==> src/adc_pkg.sv <==
// shared widths, register map and engine states for the serial ADC controller, imported by every module
package adc_pkg;

  // ----------------------------------------
  // widths that carry a meaning
  typedef logic [15:0] word_t;     // adc word, bus data, config value
  typedef logic [2:0]  chan_t;     // channel index
  typedef logic [11:0] reg_addr_t; // wishbone word address
  typedef logic [15:0] seq_t;      // per-channel sequence number

  localparam int NUM_CHANNELS = 8;

  // ----------------------------------------
  // register offsets, adr[3:0]
  localparam logic [3:0] REG_OVERFLOW = 4'd1;  // per-channel sample period, rw
  localparam logic [3:0] REG_DIVIDE   = 4'd2;  // sclk half-period minus one, rw
  localparam logic [3:0] REG_PROGRAM  = 4'd4;  // program word, write only
  localparam logic [3:0] REG_SAMPLE   = 4'd7;  // published sample, ro
  localparam logic [3:0] REG_SEQUENCE = 4'd8;  // sample sequence number, ro
  localparam logic [3:0] REG_ID       = 4'd9;  // fixed identifier
  localparam logic [3:0] REG_BUSY     = 4'd10; // bit 0 set while a program word is outstanding
  localparam logic [3:0] REG_LAST     = 4'd11; // last program word sent to the chip

  localparam word_t ADC_ID = 16'h0ADC;

  // ----------------------------------------
  // frame engine states
  typedef enum logic [2:0] {
    IDLE,      // cs_n high, waiting for a falling sclk tick
    PROGRAM,   // shifting the pending word out on din
    CONVERT,   // shifting a conversion result in from dout
    COPY,      // hand the received word to the sample store
    WRITEBACK  // record the word that was just sent
  } frame_state_t;

endpackage

==> src/adc_bus_regs.sv <==
// wishbone classic register block, holds the configuration and returns status and samples on reads
`timescale 1ns/1ns

module adc_bus_regs import adc_pkg::*; (
  input  logic      clk,
  input  logic      reset,
  // wishbone slave
  input  logic      cyc,
  input  logic      stb,
  input  logic      we,
  input  reg_addr_t adr,
  input  word_t     dat_w,
  output logic      ack,
  output word_t     dat_r,
  // frame engine
  output word_t     cmd_word,
  output logic      cmd_load,
  output word_t     clk_div,
  input  logic      busy,
  input  word_t     last_cmd,
  // sample store
  output logic      ovf_write,
  output chan_t     ovf_chan,
  output word_t     ovf_value,
  output chan_t     rd_chan,
  input  word_t     rd_sample,
  input  seq_t      rd_seq
);

  logic       req;       // first cycle of an access
  logic       chan_ok;   // channel field inside 0..7
  logic       wr;        // accepted write
  logic [3:0] offset;
  word_t      rd_data;   // read mux, registered into dat_r
  word_t      ovf_copy [NUM_CHANNELS]; // period readback copies

  assign req     = cyc & stb & ~ack;  // ack is high for exactly one cycle
  assign offset  = adr[3:0];
  assign chan_ok = (adr[11:8] < 4'(NUM_CHANNELS));
  assign rd_chan = adr[10:8];         // store reads combinationally
  assign wr      = req & we & chan_ok;

  // ----------------------------------------
  // read mux
  always_comb begin
    rd_data = '0;                     // unknown offsets and bad channels read 0
    if (chan_ok) begin
      case (offset)
        REG_OVERFLOW: rd_data = ovf_copy[rd_chan];
        REG_DIVIDE:   rd_data = clk_div;
        REG_SAMPLE:   rd_data = rd_sample;
        REG_SEQUENCE: rd_data = rd_seq;
        REG_ID:       rd_data = ADC_ID;
        REG_BUSY:     rd_data = {15'd0, busy};
        REG_LAST:     rd_data = last_cmd;
        default:      rd_data = '0;
      endcase
    end
  end

  // ----------------------------------------
  // handshake, config registers and strobes
  always_ff @(posedge clk) begin
    if (reset) begin
      ack       <= 1'b0;
      dat_r     <= '0;
      clk_div   <= '0;
      cmd_load  <= 1'b0;
      ovf_write <= 1'b0;
      for (int i = 0; i < NUM_CHANNELS; i++) begin
        ovf_copy[i] <= '0;
      end
    end else begin
      ack       <= req;
      dat_r     <= req ? rd_data : '0;             // valid with ack
      cmd_load  <= wr && (offset == REG_PROGRAM);  // one-cycle strobe
      ovf_write <= wr && (offset == REG_OVERFLOW);
      if (wr && (offset == REG_DIVIDE)) clk_div <= dat_w;
      if (wr && (offset == REG_OVERFLOW)) ovf_copy[rd_chan] <= dat_w;
    end
  end

  // payload beside the strobes
  always_ff @(posedge clk) begin
    if (req) begin
      cmd_word  <= dat_w;
      ovf_chan  <= rd_chan;
      ovf_value <= dat_w;
    end
  end

endmodule

==> src/adc_frame_engine.sv <==
// serial frame engine, makes sclk from clk and runs program and conversion frames against the ADC
`timescale 1ns/1ns

module adc_frame_engine import adc_pkg::*; (
  input  logic  clk,
  input  logic  reset,
  input  word_t cmd_word,
  input  logic  cmd_load,
  input  word_t clk_div,
  // serial pins
  output logic  sclk,
  output logic  cs_n,
  output logic  din,
  input  logic  dout,
  // results and status
  output word_t rx_word,
  output logic  rx_valid,
  output logic  busy,
  output word_t last_cmd
);

  frame_state_t state;
  word_t        div_cnt;    // clk cycles within the current sclk half-period
  logic         sclk_q;     // free-running sclk phase
  logic         half_tick;
  logic         rise;       // sclk goes high this cycle
  logic         fall;       // sclk goes low this cycle
  logic         in_frame;
  logic [4:0]   bit_cnt;    // rising edges seen in the frame, 0..16
  word_t        tx_shift;   // msb drives din
  word_t        rx_shift;
  word_t        pend_word;  // last word written over the bus
  word_t        sent_word;  // word of the running program frame
  logic         pending;

  // ----------------------------------------
  // sclk generation, half-period is clk_div + 1 cycles
  assign half_tick = (div_cnt >= clk_div);  // >= copes with a divider shrunk mid-count
  assign rise      = half_tick & ~sclk_q;
  assign fall      = half_tick & sclk_q;

  always_ff @(posedge clk) begin
    if (reset) begin
      div_cnt <= '0;
      sclk_q  <= 1'b0;
    end else if (half_tick) begin
      div_cnt <= '0;
      sclk_q  <= ~sclk_q;
    end else begin
      div_cnt <= div_cnt + 16'd1;
    end
  end

  assign in_frame = (state == PROGRAM) || (state == CONVERT);
  assign sclk     = sclk_q & in_frame;  // parked low between frames
  assign din      = tx_shift[15];       // zero outside program frames
  assign rx_word  = rx_shift;
  assign rx_valid = (state == COPY);
  assign busy     = pending | (state == PROGRAM) | (state == WRITEBACK);

  // ----------------------------------------
  // frame state machine, frames open and close on falling ticks
  always_ff @(posedge clk) begin
    if (reset) begin
      state    <= IDLE;
      cs_n     <= 1'b1;
      bit_cnt  <= '0;
      tx_shift <= '0;
      pending  <= 1'b0;
      last_cmd <= '0;
    end else begin
      case (state)
        IDLE: begin
          if (fall) begin  // a full sclk period has passed since cs_n rose
            cs_n    <= 1'b0;
            bit_cnt <= '0;
            if (pending && (pend_word != last_cmd)) begin
              tx_shift  <= pend_word;
              sent_word <= pend_word;
              state     <= PROGRAM;
            end else begin
              pending  <= 1'b0;  // same word already in the chip
              tx_shift <= '0;
              state    <= CONVERT;
            end
          end
        end
        PROGRAM, CONVERT: begin
          if (rise) begin
            bit_cnt  <= bit_cnt + 5'd1;
            rx_shift <= {rx_shift[14:0], dout};  // msb first
          end else if (fall) begin
            if (bit_cnt == 5'd16) begin
              cs_n     <= 1'b1;
              tx_shift <= '0;
              state    <= (state == PROGRAM) ? WRITEBACK : COPY;
            end else begin
              tx_shift <= {tx_shift[14:0], 1'b0};
            end
          end
        end
        COPY: state <= IDLE;
        WRITEBACK: begin
          last_cmd <= sent_word;
          if (pend_word == sent_word) pending <= 1'b0;  // keep a newer word queued
          state <= IDLE;
        end
        default: state <= IDLE;
      endcase
      // a bus write always wins over the clears above
      if (cmd_load) begin
        pending   <= 1'b1;
        pend_word <= cmd_word;
      end
    end
  end

endmodule

==> src/adc_sample_store.sv <==
// per-channel sample store, publishes held conversion words at each channel's rate and serves reads
`timescale 1ns/1ns

module adc_sample_store import adc_pkg::*; (
  input  logic        clk,
  input  logic        reset,
  input  word_t       rx_word,
  input  logic        rx_valid,
  input  logic        ovf_write,
  input  chan_t       ovf_chan,
  input  word_t       ovf_value,
  // register block reads
  input  chan_t       rd_chan,
  output word_t       rd_sample,
  output seq_t        rd_seq,
  // side port
  input  logic        sample_req,
  input  chan_t       sample_chan,
  output logic [31:0] sample_word,
  output logic        sample_valid
);

  word_t hold   [NUM_CHANNELS]; // latest conversion per channel
  word_t period [NUM_CHANNELS]; // publish interval minus one
  word_t cnt    [NUM_CHANNELS]; // rate counters
  word_t sample [NUM_CHANNELS]; // published words
  seq_t  seq    [NUM_CHANNELS];
  chan_t rx_chan;

  assign rx_chan = rx_word[15:13];  // chip tags every word with its channel

  // ----------------------------------------
  // holding, period and rate counters
  always_ff @(posedge clk) begin
    if (reset) begin
      for (int i = 0; i < NUM_CHANNELS; i++) begin
        hold[i]   <= '0;
        period[i] <= '0;
        cnt[i]    <= '0;
        sample[i] <= '0;
        seq[i]    <= '0;
      end
    end else begin
      for (int i = 0; i < NUM_CHANNELS; i++) begin
        if (cnt[i] == period[i]) begin  // interval is period + 1 cycles
          cnt[i]    <= '0;
          sample[i] <= hold[i];
          seq[i]    <= seq[i] + 16'd1;
        end else begin
          cnt[i] <= cnt[i] + 16'd1;
        end
      end
      if (rx_valid) hold[rx_chan] <= rx_word;
      if (ovf_write) begin
        period[ovf_chan] <= ovf_value;
        cnt[ovf_chan]    <= '0;  // restart so a smaller period takes effect at once
      end
    end
  end

  assign rd_sample = sample[rd_chan];
  assign rd_seq    = seq[rd_chan];

  // ----------------------------------------
  // side port, pair registered one cycle after the request
  always_ff @(posedge clk) begin
    if (reset) begin
      sample_valid <= 1'b0;
    end else begin
      sample_valid <= sample_req;
    end
  end

  always_ff @(posedge clk) begin
    if (sample_req) sample_word <= {seq[sample_chan], sample[sample_chan]};  // seq high
  end

endmodule

==> src/adc_control_top.sv <==
// top level of the ADC controller, ties the bus registers, frame engine and sample store together
`timescale 1ns/1ns

module adc_control_top import adc_pkg::*; (
  input  logic        clk,
  input  logic        reset,
  // wishbone slave
  input  logic        cyc,
  input  logic        stb,
  input  logic        we,
  input  reg_addr_t   adr,
  input  word_t       dat_w,
  output logic        ack,
  output word_t       dat_r,
  // serial pins
  output logic        sclk,
  output logic        cs_n,
  output logic        din,
  input  logic        dout,
  // sample side port
  input  logic        sample_req,
  input  chan_t       sample_chan,
  output logic [31:0] sample_word,
  output logic        sample_valid
);

  word_t cmd_word;
  logic  cmd_load;
  word_t clk_div;
  logic  busy;
  word_t last_cmd;
  word_t rx_word;
  logic  rx_valid;
  logic  ovf_write;
  chan_t ovf_chan;
  word_t ovf_value;
  chan_t rd_chan;
  word_t rd_sample;
  seq_t  rd_seq;

  adc_bus_regs u_regs (
    .clk       (clk),
    .reset     (reset),
    .cyc       (cyc),
    .stb       (stb),
    .we        (we),
    .adr       (adr),
    .dat_w     (dat_w),
    .ack       (ack),
    .dat_r     (dat_r),
    .cmd_word  (cmd_word),
    .cmd_load  (cmd_load),
    .clk_div   (clk_div),
    .busy      (busy),
    .last_cmd  (last_cmd),
    .ovf_write (ovf_write),
    .ovf_chan  (ovf_chan),
    .ovf_value (ovf_value),
    .rd_chan   (rd_chan),
    .rd_sample (rd_sample),
    .rd_seq    (rd_seq)
  );

  adc_frame_engine u_engine (
    .clk      (clk),
    .reset    (reset),
    .cmd_word (cmd_word),
    .cmd_load (cmd_load),
    .clk_div  (clk_div),
    .sclk     (sclk),
    .cs_n     (cs_n),
    .din      (din),
    .dout     (dout),
    .rx_word  (rx_word),
    .rx_valid (rx_valid),
    .busy     (busy),
    .last_cmd (last_cmd)
  );

  adc_sample_store u_store (
    .clk          (clk),
    .reset        (reset),
    .rx_word      (rx_word),
    .rx_valid     (rx_valid),
    .ovf_write    (ovf_write),
    .ovf_chan     (ovf_chan),
    .ovf_value    (ovf_value),
    .rd_chan      (rd_chan),
    .rd_sample    (rd_sample),
    .rd_seq       (rd_seq),
    .sample_req   (sample_req),
    .sample_chan  (sample_chan),
    .sample_word  (sample_word),
    .sample_valid (sample_valid)
  );

endmodule

==> config.mk <==
export PLATFORM = sky130hd
export DESIGN_NAME = adc_control_top
export DESIGN_NICKNAME = d
export VERILOG_FILES = /design/src/adc_pkg.sv /design/src/adc_bus_regs.sv /design/src/adc_frame_engine.sv /design/src/adc_sample_store.sv /design/src/adc_control_top.sv
export SDC_FILE = /design/constraint.sdc
export NUM_CORES = 2
export LEC_CHECK = 0
export BUFFER_PORTS_ARGS = -buffer_cell sky130_fd_sc_hd__buf_2
export CORE_AREA = 2 2 336 338
export CTS_BUF_LIST = sky130_fd_sc_hd__clkbuf_4 sky130_fd_sc_hd__clkbuf_8
export CTS_CLUSTER_SIZE = 8
export DETAILED_ROUTE_END_ITERATION = 8
export DIE_AREA = 0 0 338 340
export PLACE_DENSITY_LB_ADDON = 0.08
export SYNTH_ARGS = -nofsm -noshare
export SYNTH_HDL_FRONTEND = slang
export SYNTH_SLANG_ARGS = --single-unit
==> constraint.sdc <==
create_clock -name clk -period 7.53 [get_ports clk]
set_input_delay 1.506 -clock clk [delete_from_list [all_inputs] [get_ports clk]]
set_output_delay 1.506 -clock clk [all_outputs]
set_load 0.01 [all_outputs]
==> impl_results.md <==
* Yosys warns at 0
* Top_reg_cell synth: edfxtp_1
* Critical Path AT at 4.59 ns
* Sequential area share after synthesis at approximately three fifths
* GPL Wtd Cong at about 0.84
* Synth top area cells: edfxtp_1 48%, dfxtp_1 12%, mux4_2 7.2%
* Global route overflow at 0
* P_int at 8.82 mW
* Placed cells at 4957
* #FFs+latches synth at between 900 and 1000
* RSZ-0062 raised after global routing: no
* Critical-path top delay cell: o21ai_1
* DRC viols at 0
* Critical R2R Launch: u_regs.clk_div[15]
* Slowest Stage Delay on Critical Path at around 0.9 ns
* P per Cell Area at around 230 nW/µm²
* Share of synthesized registers carrying an async set or reset at 0%
* Synthesized area per cell at 12.8 µm²
* Top-area cell type share of the netlist area at 47.9%
* CTS sink count at 962
* Fmax at 0.245 GHz
* Largest family of logic cells by synthesized area: simple AND/OR/NAND/NOR gates
* Row count at approximately 120
* Clock Root Buffer: clkbuf_8
* Via count at 28500
* Tot Pwr at 11.6 mW
* Max-cap viol count at 0
* DIE AREA at roughly 110000 µm²
* Family with the most delay on the worst path: simple AND/OR/NAND/NOR gates
* Die Wd at about 340 µm
* Compound-Gate Fraction of Synth Area at approximately 3.7%
* Cts bufs inserted at roughly 170
* Initial antenna violation count at 12
* Final HPWL DP at ~84 mm
* Reg clk slew, reported paths at about 0.06 ns
* Post-Synth Simple-Gate Area at between 10% and 20%
* CP Capture Type: register
* Combinational share of power at 5.9%
* WS Path Type: in -> reg
* Cell taking the most area after synthesis: edfxtp_1
* Lkg Pwr at 17.9 nW
* Longest Clk Path Bufs at 3
* First-pass GRT wire length at 190 mm
* Setup-failing EPs final at 0
* Io pins at a little over 90
* R2r worst-path depth at 7
* Clk pwr share at between 40% and 50%
* NetSw at 2.82 mW
* CP cell instances: buf_2 > nand2b_1 > or3_1 > nor4_4 > nand2b_4 > o21ai_1 > buf_4
* Synth Area in Adders at less than 1%
* Post-Syn Instances at 3474
* Share of post-route cells with drive strength above 1 at 18.8%
* Via/cell ratio at roughly 5.4
* Slew margin rel. at 17.5%
* Clock latency on the worst-skew pair at about 0.85 ns
* Vias in the first global route at slightly below 30000
* Post-synth EDFFs at about 710
* Post-CTS Hold Fix Bufs at 0
* Post-synthesis mux area share at a little over a tenth
* Fin crit share at about 54%
* Final Hold Fails at 0
* Post-route setup TNS at 0 ns
* Setup repair bufs after CTS at 0
* Fin. max-slew vios at 0
* Total Wirelength at around 130 mm
* Area share of xor/xnor cells in the synthesized design at 7.23%
* CTS tree: yes
* Reg-to-reg endpoint: u_engine.rx_word[10]
* Post-CTS sizing at 0
* Gr usage total at a little under a quarter
* Buf/Inv on CP at 2
* Largest fanout on the critical path at 17
* Largest net degree at the start of global routing at just over 70
* Area grow syn2layout at 12.8%
* Placed cell areas at approximately 46000 µm²
* Starting Density at about two fifths
* Core footprint at roughly 110000 µm²
* DRT iter0 DRCs at between 2000 and 2500
* Max Clock Skew at about 0.043 ns
* Critical path launch point type: primary input
* WL/cell at ~24 µm
* R2R Setup Slk at 3.75 ns
* Hold Path Class: reg -> reg
* Layout net count at 3705
* CP Depth at 7
* Crit path launch: adr[1]
* Die height at around 340 µm
* Flop pwr share at roughly 50%
* Required time of the critical path at approximately 8.1 ns
* Initial DRT Pass Iterations at 6
* Post-Syn Area at roughly 44000 µm²
* Yosys cell types at 66
* Port Buf Inserts at between 80 and 90
* Final instance area at approximately 50000 µm²
* Final antenna-violating net count at 0
* Measured slew at the worst slew-check pin at about 1.2 ns
* H-tree levels at 4
* Switching Share at about 24%
* Fin cells at approximately 5300
* Fin crit period at about 4.1 ns
* Status: complete, no violations
* Worst VDD drop at about 0.00015 V
* Critical path endpoint: u_regs.ovf_copy[4][5]
-- cells in the mapped netlist, types with 2 or more instances --
master	count
a21bo_2	2
a21o_1	3
a21oi_1	105
a22o_1	19
a22o_2	9
a22oi_1	9
and2_1	348
and3_1	161
and4_1	10
buf_1	15
buf_2	30
clkbuf_1	111
clkbuf_2	8
dfxtp_1	255
edfxtp_1	707
ha_1	35
inv_1	48
mux2_2	67
mux2i_1	67
mux4_2	142
nand2_1	177
nand2b_1	9
nand3_1	100
nand3b_1	6
nand4_1	64
nor2_1	306
nor2_2	2
nor2_4	8
nor2b_1	45
nor3_1	20
nor4_1	18
o21a_1	2
o21ai_0	66
o221ai_1	6
o22ai_1	35
or2_2	26
or3_1	39
or4_1	2
xnor2_1	220
xor2_1	146
-- state kept, by name (all words and copies together), names as in the netlist, 3 cells and up --
register	flops
u_regs.ovf_copy	128
u_store.cnt	128
u_store.hold	128
u_store.period	128
u_store.sample	128
u_store.seq	128
u_store.sample_word	32
u_engine.div_cnt	16
u_engine.last_cmd	16
u_engine.pend_word	16
u_engine.rx_word	16
u_engine.sent_word	16
u_engine.tx_shift	16
u_regs.clk_div	16
u_regs.cmd_word	16
u_regs.dat_r	16
u_engine.bit_cnt	5
u_engine.state	3
u_regs.ovf_chan	3
-- power groups by stage --
| stage | clock network [mW] | logic, mW | registers, mW |
|---|---|---|---|
| after CTS | 5.09 | 0.695 | 6.00 |
| after global placement | 0 | 0.682 | 6.10 |
| final | 4.96 | 0.685 | 6.00 |
| after floorplan | 0 | 0.434 | 6.05 |
| after global routing | 5.32 | 0.733 | 6.01 |
| after detailed placement | 0 | 0.692 | 6.11 |
-- stage by stage --
step / hold slack [ns] / util (%) / worst slack, ns
2_1_floorplan: 0.441 / - / 3.18
3_3_place_gp: 0.452 / 41.7 / 2.77
3_5_place_dp: 0.459 / 41.7 / 2.66
4_1_cts: 0.473 / 44.8 / 3.55
5_1_grt: 0.486 / 44.8 / 3.45
6_report: 0.479 / 44.8 / 3.46
-- logic make-up (layout without fill, tap and decap cells) --
| logic type | after synthesis | after routing |
|---|---|---|
| buf+inv | 215 | 511 |
| simple gates | 1350 | 1350 |
| mux | 276 | 276 |
| flops | 962 | 962 |
| other cells | 1 | 16 |
| compound gates | 269 | 269 |
| fa+ha+maj | 35 | 35 |
| xor+xnor | 366 | 366 |
-- worst reg2reg max path, stage by stage (launching register included) --
cell and delay [ns]:
dfxtp_1 0.40, inv_1 0.07, ha_1 0.32, nand4_1 0.16
or4_1 0.55, o32a_2 0.43, nand2_1 0.37, and3_1 1.06
-- area by class of cell --
cell class | count | area [µm²]
fill | 10100 | 61600
timing repair buffer | 140 | 867
clock inverter | 72 | 435
clock buffer | 251 | 3040
sequential | 962 | 26300
inverter | 48 | 181
multi-input combinational | 2307 | 17200
tap | 1500 | 1880
antenna | 5 | 12.5
-- how the worst min path moves through the flow --
| stage | slack [ns] | endpoint | start | depth (start not counted) |
|---|---|---|---|---|
| 2_1_floorplan | 0.44 | u_engine.rx_word[14] | u_engine.rx_word[13] | 0 |
| 3_3_place_gp | 0.45 | u_engine.cs_n | u_engine.cs_n | 1 |
| 3_5_place_dp | 0.46 | u_engine.cs_n | u_engine.cs_n | 1 |
| 4_1_cts | 0.47 | u_engine.cs_n | u_engine.cs_n | 1 |
| 5_1_grt | 0.49 | u_engine.tx_shift[0] | u_engine.tx_shift[0] | 1 |
| 6_report | 0.48 | u_engine.cs_n | u_engine.cs_n | 1 |
-- routing by layer --
layer	wire (µm)	up-vias	GRT usage, %
met5	0	-	0
met4	3940	0	8.31
met3	6840	233	3.38
met2	62800	823	37.6
met1	55300	14500	29.8
li1	-	13000	-
-- layout by cell type, fill, tap and decap left out, types with 26 or more instances in the layout --
cell type  netlist  routed
or3_1           39      39
nand2_1        177     177
nor2b_1         45      45
nand4_1         64      64
clkinv_1         0      39
buf_4            1      58
clkbuf_8         0     185
nor2_1         306     302
xor2_1         146     146
clkbuf_4         0      66
a21oi_1        105     105
o21ai_0         66      49
mux2_2          67      67
inv_1           48      47
nand3_1        100     100
o22ai_1         35      35
dfxtp_1        255     255
mux4_2         142     142
mux2i_1         67      67
ha_1            35      35
xnor2_1        220     220
or2_2           26      26
and2_1         348     348
buf_2           30      80
edfxtp_1       707     707
and3_1         161     161
Note: power is estimated with default switching activity, not from simulation.
